## config.mk

```make
export PLATFORM = sky130hd
export DESIGN_NAME = delay_bank
export DESIGN_NICKNAME = d
export VERILOG_FILES = /design/src/rtl/tapdl_pkg.sv /design/src/rtl/delay_bank.sv /design/src/rtl/tap_config.sv /design/src/rtl/prbs_gen.sv /design/src/rtl/delay_line.sv
export SDC_FILE = /design/constraint.sdc
export NUM_CORES = 1
export LEC_CHECK = 0
export BUFFER_PORTS_ARGS = -buffer_cell sky130_fd_sc_hd__buf_2
export CORE_MARGIN = 2
export CORE_UTILIZATION = 25
export CTS_BUF_LIST = sky130_fd_sc_hd__clkbuf_8
export DETAILED_ROUTE_END_ITERATION = 8
export HOLD_SLACK_MARGIN = 0.1
export PLACE_DENSITY = 0.42
export SLEW_MARGIN = 0
export SYNTH_ARGS = -nofsm -noshare
export SYNTH_HDL_FRONTEND = slang
export SYNTH_SLANG_ARGS = --single-unit
```

## constraint.sdc

```tcl
create_clock -name clk -period 19.6 [get_ports clk]
set_input_delay 0.98 -clock clk [delete_from_list [all_inputs] [get_ports clk]]
set_output_delay 0.98 -clock clk [all_outputs]
set_load 0.005 [all_outputs]
```

## src/rtl/tapdl_pkg.sv

```systemverilog
package tapdl_pkg;

    // Bank geometry
    localparam int CHANNELS  = 4;
    localparam int DATA_W    = 8;
    localparam int MAX_DEPTH = 16;

    // A length code holds the depth minus one
    localparam int LEN_W     = 4;
    localparam int CHAN_W    = 2;

    // LFSR state after reset
    localparam logic [15:0] PRBS_SEED = 16'hACE1;

    // Configuration command opcodes
    typedef enum logic [1:0] {
        OP_SET_LEN = 2'd0,
        OP_SET_SRC = 2'd1,
        OP_CLEAR   = 2'd2
    } cfg_op_t;

    // Where a channel takes its samples from
    typedef enum logic {
        SRC_INPUT = 1'b0,
        SRC_PRBS  = 1'b1
    } src_mode_t;

    // One configuration command
    // value is a length code for OP_SET_LEN
    // Bit 0 of value is the source mode for OP_SET_SRC
    typedef struct packed {
        cfg_op_t           op;
        logic [CHAN_W-1:0] chan;
        logic [LEN_W-1:0]  value;
    } cfg_cmd_t;

    // One sample lane per channel
    typedef logic [CHANNELS-1:0][DATA_W-1:0] sample_vec_t;

endpackage
```

## src/rtl/delay_bank.sv

```systemverilog
`timescale 1ns/1ps

module delay_bank (
    input  logic                   clk,
    input  logic                   er,
    input  logic                   in_valid,
    input  tapdl_pkg::sample_vec_t in_data,
    input  logic                   cfg_valid,
    input  tapdl_pkg::cfg_cmd_t    cfg,
    output logic                   out_valid,
    output tapdl_pkg::sample_vec_t out_data
);
    import tapdl_pkg::*;

    logic [CHANNELS-1:0][LEN_W-1:0] chan_len;
    src_mode_t [CHANNELS-1:0]       chan_src;
    logic [CHANNELS-1:0]            chan_clear;
    logic [DATA_W-1:0]              prbs_byte;
    sample_vec_t                    lane_in;
    sample_vec_t                    tap;

    tap_config u_config (
        .clk        (clk),
        .er         (er),
        .cfg_valid  (cfg_valid),
        .cfg        (cfg),
        .chan_len   (chan_len),
        .chan_src   (chan_src),
        .chan_clear (chan_clear)
    );

    // Pattern advances once per accepted sample
    prbs_gen u_prbs (
        .clk       (clk),
        .er        (er),
        .step      (in_valid),
        .prbs_byte (prbs_byte)
    );

    for (genvar c = 0; c < CHANNELS; c++) begin : g_chan
        // Every PRBS channel gets the same byte in a cycle
        assign lane_in[c] = (chan_src[c] == SRC_PRBS) ? prbs_byte : in_data[c];

        delay_line #(
            .DEPTH (MAX_DEPTH)
        ) u_line (
            .clk   (clk),
            .er    (er),
            .shift (in_valid),
            .clear (chan_clear[c]),
            .din   (lane_in[c]),
            .len   (chan_len[c]),
            .dout  (tap[c])
        );
    end

    // One cycle of output latency
    always_ff @(posedge clk or posedge er) begin
        if (er) begin
            out_valid <= 1'b0;
        end else begin
            out_valid <= in_valid;
        end
    end

    always_ff @(posedge clk) begin
        if (in_valid) begin
            out_data <= tap;
        end
    end

endmodule

```

## src/rtl/tap_config.sv

```systemverilog
`timescale 1ns/1ps

module tap_config (
    input  logic                                                 clk,
    input  logic                                                 er,
    input  logic                                                 cfg_valid,
    input  tapdl_pkg::cfg_cmd_t                                  cfg,
    output logic [tapdl_pkg::CHANNELS-1:0][tapdl_pkg::LEN_W-1:0] chan_len,
    output tapdl_pkg::src_mode_t [tapdl_pkg::CHANNELS-1:0]       chan_src,
    output logic [tapdl_pkg::CHANNELS-1:0]                       chan_clear
);
    import tapdl_pkg::*;

    logic [CHANNELS-1:0] chan_sel;
    logic                set_len;
    logic                set_src;
    logic                do_clear;

    // One-hot channel select
    always_comb begin
        chan_sel = '0;
        chan_sel[cfg.chan] = 1'b1;
    end

    // Opcode decode, unknown opcodes do nothing
    always_comb begin
        set_len  = 1'b0;
        set_src  = 1'b0;
        do_clear = 1'b0;
        if (cfg_valid) begin
            case (cfg.op)
                OP_SET_LEN: set_len  = 1'b1;
                OP_SET_SRC: set_src  = 1'b1;
                OP_CLEAR:   do_clear = 1'b1;
                default:    ;
            endcase
        end
    end

    // Length and source per channel
    always_ff @(posedge clk or posedge er) begin
        if (er) begin
            for (int c = 0; c < CHANNELS; c++) begin
                chan_len[c] <= '1;
                chan_src[c] <= SRC_INPUT;
            end
        end else begin
            for (int c = 0; c < CHANNELS; c++) begin
                if (set_len && chan_sel[c]) begin
                    chan_len[c] <= cfg.value;
                end
                if (set_src && chan_sel[c]) begin
                    chan_src[c] <= src_mode_t'(cfg.value[0]);
                end
            end
        end
    end

    // Clear is a single-cycle pulse after the command
    always_ff @(posedge clk or posedge er) begin
        if (er) begin
            chan_clear <= '0;
        end else if (do_clear) begin
            chan_clear <= chan_sel;
        end else begin
            chan_clear <= '0;
        end
    end

endmodule

```

## src/rtl/prbs_gen.sv

```systemverilog
`timescale 1ns/1ps

module prbs_gen (
    input  logic                         clk,
    input  logic                         er,
    input  logic                         step,
    output logic [tapdl_pkg::DATA_W-1:0] prbs_byte
);
    import tapdl_pkg::*;

    logic [$bits(PRBS_SEED)-1:0] state_q;
    logic                        feedback;

    // x^16 + x^14 + x^13 + x^11 + 1
    assign feedback = state_q[15] ^ state_q[13] ^ state_q[12] ^ state_q[10];

    // Nonzero seed, so the all-zero lockup state is never reached
    always_ff @(posedge clk or posedge er) begin
        if (er) begin
            state_q <= PRBS_SEED;
        end else if (step) begin
            state_q <= {state_q[14:0], feedback};
        end
    end

    // Byte before the step goes out with the current sample
    assign prbs_byte = state_q[DATA_W-1:0];

endmodule

```

## src/rtl/delay_line.sv

```systemverilog
`timescale 1ns/1ps

module delay_line #(
    parameter int DEPTH = tapdl_pkg::MAX_DEPTH
) (
    input  logic                         clk,
    input  logic                         er,
    input  logic                         shift,
    input  logic                         clear,
    input  logic [tapdl_pkg::DATA_W-1:0] din,
    input  logic [tapdl_pkg::LEN_W-1:0]  len,
    output logic [tapdl_pkg::DATA_W-1:0] dout
);
    import tapdl_pkg::*;

    logic [DEPTH-1:0][DATA_W-1:0] line_q;
    logic [DEPTH-1:0][DATA_W-1:0] line_d;

    if (DEPTH < 2) begin : g_depth_check
        $error("delay_line needs a DEPTH of at least 2");
    end

    // Next contents, clear wins over shift
    always_comb begin
        if (clear) begin
            line_d = '0;
        end else if (shift) begin
            line_d = {line_q[DEPTH-2:0], din};
        end else begin
            line_d = line_q;
        end
    end

    always_ff @(posedge clk or posedge er) begin
        if (er) begin
            line_q <= '0;
        end else begin
            line_q <= line_d;
        end
    end

    // Tap looks through to the contents after this edge, so a
    // length code of 0 returns the sample being accepted
    always_comb begin
        if (int'(len) < DEPTH) begin
            dout = line_d[len];
        end else begin
            // Codes past a short line stick to its last entry
            dout = line_d[DEPTH-1];
        end
    end

endmodule

```

==> results of run 1 <==
==> through the flow <==
stage,utilization,power (mW)
final,0.280,4.80
after global routing,0.280,5.17
after CTS,0.280,4.87
after detailed placement,0.263,3.68
after global placement,0.263,3.67
after floorplan,-,3.15
==> state kept, by name, summed over array words and instances (netlist names) <==
name	cells
u_config.chan_len	16
g_chan.u_line.line_q	512
u_prbs.state_q	16
out_data	32
out_valid	1
u_config.chan_src	4
u_config.chan_clear	4
==> kinds of logic (layout without fill, tap and decap cells) <==
family,count (synthesis),count (layout)
multiplexers,643,643
flip-flops,585,585
other,0,3
buffers and inverters,262,340
AND/OR/NAND/NOR,896,896
AO/OA/AOI/OAI,626,626
XOR/XNOR,5,5
==> worst paths after layout <==
kind | slack, ns | end | cells past startpoint | start
hold / removal | 0.37 | g_chan[0].u_line.line_q[26] | 2 | er
max in group asynchronous | 16.40 | g_chan[2].u_line.line_q[56] | 5 | er
setup reg to reg | 15.77 | out_data[14] | 8 | u_config.chan_clear[1]
min in group clk | 0.51 | u_prbs.state_q[8] | 1 | u_prbs.state_q[8]
hold reg to reg | 0.51 | u_prbs.state_q[8] | 1 | u_prbs.state_q[8]
setup / recovery | 15.27 | out_data[29] | 8 | in_valid
==> layer usage <==
metal	routed length (µm)	share of wire	vias to the layer above	GRT usage
li1	-	-	11000	-
met1	47400	0.50	11900	0.218
met2	40800	0.43	445	0.214
met3	4220	0.044	176	0.0293
met4	2640	0.028	12	0.0446
met5	71	0.00075	-	0
==> critical path, cell delays in order <==
cell and delay [ns]:
buf_8 0.37, buf_4 0.61, buf_4 0.69, buf_4 0.82, mux4_2 0.59, a21oi_1 0.16, nor2_1 0.05, or3_1 0.36
==> cell usage in the layout (no fill, tap or decap), types with 6 or more instances in the layout <==
cell type and instances:
edfxtp_1 32, and2_1 7, clkinv_2 9, mux2i_1 523, buf_4 48, mux4_2 72
a221oi_1 23, dfrtp_1 525, nand2b_1 34, nand3_1 15, a21oi_1 136, nand2_1 171
or3_1 6, o211ai_1 48, o22ai_1 48, o2111ai_1 9, nor2b_1 17, o221ai_1 34
inv_1 58, nor4_1 13, a31oi_1 25, a2111oi_0 6, nor3_1 52, a22oi_1 9
clkbuf_8 130, o21ai_0 167, nor2_1 554, a211o_1 9, buf_2 75, dfstp_2 24
a211oi_1 53, clkinv_1 11, o21a_1 7, mux2_2 48
==> power breakdown <==
| group | switching, mW | total (mW) | internal [mW] |
|---|---|---|---|
| Clock | 0.551 | 1.16 | 0.610 |
| Sequential | 0.473 | 2.18 | 1.70 |
| Combinational | 0.796 | 1.46 | 0.667 |
==> area by class of cell <==
class | instances | area share
clock buffers | 130 | 0.0510
multi-input cells | 2170 | 0.433
diodes | 3 | 0.000214
clock inverters | 69 | 0.00892
repair buffers | 126 | 0.0225
flip-flops and latches | 585 | 0.423
well taps | 1650 | 0.0588
inverters | 15 | 0.00189
==> flow_summary.yaml, run 1 <==
global_routing:
  grt_use_total: 0.147
  grt_max_degree: 140
  antenna_found_initial: 13
  grt-ovfl-total: 0
  grt_pass1_vias: 23400
  grt_pass1_wl_um: 149000
sta:
  fmax_mhz: 231
  worstMarginPinSlew_ns: 1.13
  rsz0062_at_grt: "false"
  setup-violations-final: 0
  hold_viol: 0
  setup_slack_ns: 15.27
  min_period_ns: 4.33
  maxSlewViolCount: 0
  hold_slack_ns: 0.373
  tns_ns: 0
  period_share: 0.221
  relSlewSlack: 0.243
  final.setup_skew_ns: 0.0257
synth:
  yosys.area_share.adder: 0
  yosysTopAreaCell: "dfrtp_1"
  synthMuxAreaShare: 0.235
  synth_compound_area_frac: 0.128
  synth_xor_area_frac: 0.00139
  netlist.area_leader.share: 0.421
  ys_seq_area_frac: 0.471
  synthArstFlopShare: 0.945
  syn-instance-count: 3017
  yosys-top-cells-count: "nor2_1, dfrtp_1, mux2i_1"
  synth_area_um2: 31500
  ys_ff_latch: 585
  yosys_warnings: 0
  synth.most_common_cell: "nor2_1"
  synth_top_family_by_area: "multiplexers"
  yosysUniqueCellTypes: 72
  synth_simple_gate_area_share: 0.118
  synth_top_flop_cell: "dfrtp_1"
  synth_edf_count: 32
  postSynthAreaPerCell_um2: 10.4
  synth_nets: 3061
  yosys-top-cells-area: "dfrtp_1, mux2i_1, nor2_1"
setup_path:
  cp_max_fo: 60
  crit_arrival_ns: 4.79
  startpoint_type: "input pin"
  worst_ep_required_time_ns: 20.07
  crit_type: "in2reg"
  endpoint_kind: "register"
cells_and_area:
  drive_above_1_share: 0.140
  area_growth_syn_to_layout_pct: 11.5
  final_cells: 4748
  nets: 3052
  seq_area_um2: 14800
  final_cell_area_um2: 35100
  multi_input_area_um2: 15200
  nFillCells: 13300
clock_tree:
  cts_tree: "built"
  cts_htree_levels: 3
  insertion_delay_ns: 0.73
  post_cts_buffers: 0
  cts_buffers: 110
  hold_buffers: 0
  clk_pin_slew_ns: 0.06
  clockBufferDepth: 3
  cts_resized: 0
  cts_sinks: 585
  cts-root-buf: "clkbuf_8"
route:
  drt-vias-per-instance: 4.96
  num_vias: 23600
  wl_per_cell_um: 20.0
  drt_wl_total_um: 95100
  drcViolationCount: 0
  drt_pre_antenna_iters: 5
  drtIter0Drc: 1790
  final_antenna_net_count: 0
floorplan:
  num_io_pins: 77
  fp.dieW_um: 359
  die_h_um: 359
  dieArea_um2: 129000
  num_rows: 130
  initial_utilization: 0.251
  core_area_um2: 125000
placement:
  place_congestion: 0.760
  place_ws_ns: 14.48
  place_inst: 4546
  place_hpwl_um: 58600
  io_buffers: 76
  dpl_cell_area_um2: 33000
pwr:
  power_leakage_nw: 15.6
  p_per_area_nw_per_um2: 137
  peakVddDrop_uv: 53.3
job:
  maxCapViolations: 0
outcome:
  status: "completed"
min_path:
  min_path_type: "in2async"
No activity file was read; power rests on OpenSTA's default activity.
==> inputs of run 2 (changes only) <==
--- a/config.mk
+++ b/config.mk
@@ -11,7 +11,7 @@
 export CTS_BUF_LIST = sky130_fd_sc_hd__clkbuf_8
 export DETAILED_ROUTE_END_ITERATION = 8
 export HOLD_SLACK_MARGIN = 0.1
-export PLACE_DENSITY = 0.42
+export PLACE_DENSITY = 0.43
 export SLEW_MARGIN = 0
 export SYNTH_ARGS = -nofsm -noshare
 export SYNTH_HDL_FRONTEND = slang
==> constraint.sdc (replaced) <==
create_clock -name clk -period 3.9 [get_ports clk]
set_input_delay 0.195 -clock clk [delete_from_list [all_inputs] [get_ports clk]]
set_output_delay 0.195 -clock clk [all_outputs]
set_load 0.005 [all_outputs]
==> run 2 against run 1 <==
Against the previous run: worst hold slack worse by 0.14 ns; largest cell class unchanged; count of clock-buffer cells in the layout is 14 higher; critical endpoint is now out_data[17]; utilization is 0.98 points higher; sequential power grew to 5.0 times the previous value; die area stayed put.
==> flow_summary.yaml, run 2 (synthesized netlist as in run 1, its figures left out) <==
cells_and_area:
  nFillCells: 13200
  drive_above_1_share: 0.157
  most-common-layout-cells: "nor2_1, dfrtp_1, mux2i_1"
  nets: 3153
  final_cells: 4857
  largestRegisters: "g_chan.u_line.line_q x512, out_data x32"
  largest_reg_flops: 512
  max_flop_register: "g_chan.u_line.line_q"
  final_cell_area_um2: 36300
  final_common_cell: "nor2_1"
  area_growth_syn_to_layout_pct: 15.4
route:
  drcViolationCount: 0
  drt-vias-per-instance: 4.97
  final_antenna_net_count: 0
  wl_per_cell_um: 20.1
  num_vias: 24200
  drt_pre_antenna_iters: 6
  drt_wl_total_um: 97400
  drtIter0Drc: 1822
setup_path:
  reg2reg_depth: 6
  crit_chain: "buf_4, nor2b_1, nand2_1, o21ai_0, a211oi_1, nor4_1"
  crit_type: "reg2reg"
  startpoint_type: "register"
  path_depth: 6
  r2r-end: "out_data[17]"
  crit_family: "simple AND/OR/NAND/NOR gates"
  worst_ep_required_time_ns: 4.46
  endpoint_kind: "register"
  path_buf_inv: 1
  slowest_stage: "dfstp_2"
  ff2ff_setup_slack_ns: 1.0
  max_stage_delay_ns: 0.95
  reg2reg_from: "u_config.chan_len[8]"
  crit_arrival_ns: 3.46
  crit_start: "u_config.chan_len[8]"
  cp-endpoint: "out_data[17]"
  cp_max_fo: 33
sta:
  hold_slack_ns: 0.236
  setup_slack_ns: 0.997
  period_share: 0.744
  setup-violations-final: 0
  hold_viol: 0
  relSlewSlack: 0.284
  worstMarginPinSlew_ns: 1.07
  final.setup_skew_ns: 0.0386
  min_period_ns: 2.90
  tns_ns: 0
  fmax_mhz: 345
  maxSlewViolCount: 0
  rsz0062_at_grt: "false"
pwr:
  pwr-share-comb: 0.303
  switching_share: 0.376
  pwr-share-seq: 0.446
  power_leakage_nw: 16.2
  p_int_mw: 15.4
  p_per_area_nw_per_um2: 681
  peakVddDrop_uv: 274
  switchingPower_mw: 9.31
  power.share.clock: 0.251
min_path:
  min_from: "in_data[16]"
  min_path_type: "in2reg"
placement:
  io_buffers: 76
  place_ws_ns: 1.04
  place_inst: 4594
  dpl_cell_area_um2: 33500
  place_hpwl_um: 63400
  place_congestion: 0.791
global_routing:
  grt_max_degree: 101
  antenna_found_initial: 11
  grt-ovfl-total: 0
  grt_pass1_vias: 24200
  grt_use_total: 0.151
  grt_pass1_wl_um: 153000
floorplan:
  dieArea_um2: 129000
  fp.dieW_um: 359
  core_area_um2: 125000
  die_h_um: 359
  num_rows: 130
  num_io_pins: 77
  initial_utilization: 0.251
clock_tree:
  insertion_delay_ns: 0.77
  cts_sinks: 585
  clk_pin_slew_ns: 0.06
  cts-root-buf: "clkbuf_8"
  clockBufferDepth: 3
  post_cts_buffers: 0
  cts_resized: 0
  cts_htree_levels: 3
  cts_buffers: 112
  cts_tree: "built"
  hold_buffers: 51
job:
  maxCapViolations: 0
outcome:
  status: "completed"
[run 2: cell types whose count changed in the layout (fill, tap and decap cells not counted), moves of 2 or more]
cell,delta
buf_4,+35
buf_12,+13
clkinv_2,+9
clkbuf_8,+14
clkinv_1,-8
inv_1,-9
dlygate4sd3_1,+51
diode_2,+2
clkinvlp_4,+2
[run 2: power groups by stage]
| stage | Combinational, mW | Sequential, mW | Clock [mW] |
|---|---|---|---|
| 6_report | 7.49 | 11.0 | 6.20 |
| 5_1_grt | 8.44 | 11.4 | 6.69 |
| 3_3_place_gp | 7.44 | 11.2 | 0 |
| 3_5_place_dp | 7.50 | 11.1 | 0 |
| 2_1_floorplan | 5.82 | 10.0 | 0 |
| 4_1_cts | 7.58 | 11.1 | 6.41 |
[run 2: layout make-up]
cell class              count  area (µm²)  area share
diodes                      5        12.5    0.000345
clock buffers             144        1980      0.0546
clock inverters            63         313     0.00862
inverters                  15        62.6     0.00172
multi-input cells        2170       15200       0.419
flip-flops and latches    585       14800       0.409
well taps                1650        2060      0.0569
repair buffers            225        1820      0.0502
[run 2: per-stage QoR]
| stage | total power, mW | util |
|---|---|---|
| final | 24.7 | 0.290 |
| after global routing | 26.6 | 0.290 |
| after CTS | 25.0 | 0.290 |
| after detailed placement | 18.6 | 0.267 |
| after global placement | 18.6 | 0.267 |
| after floorplan | 15.8 | - |
[run 2: how the worst min path moves through the flow]
stage                                        end  depth (start not counted)
finish                g_chan[2].u_line.line_q[0]                          3
global route          g_chan[2].u_line.line_q[0]                          3
CTS                   g_chan[2].u_line.line_q[0]                          3
detailed placement   g_chan[0].u_line.line_q[93]                          2
global placement    g_chan[0].u_line.line_q[109]                          2
floorplan                              out_valid                          0
[run 2: routing by layer]
metal  up-vias  track usage  wire [µm]
met5         -            0         49
met4         8       0.0384       2090
met3       146       0.0264       4830
met2       514        0.224      42500
met1     12200        0.226      48000
li1      11200            -          -
[run 2: worst register-to-register path, stage by stage (launching register included)]
cell	delay [ns]
dfstp_2	0.95
buf_4	0.47
nor2b_1	0.51
nand2_1	0.28
o21ai_0	0.22
a211oi_1	0.07
nor4_1	0.19
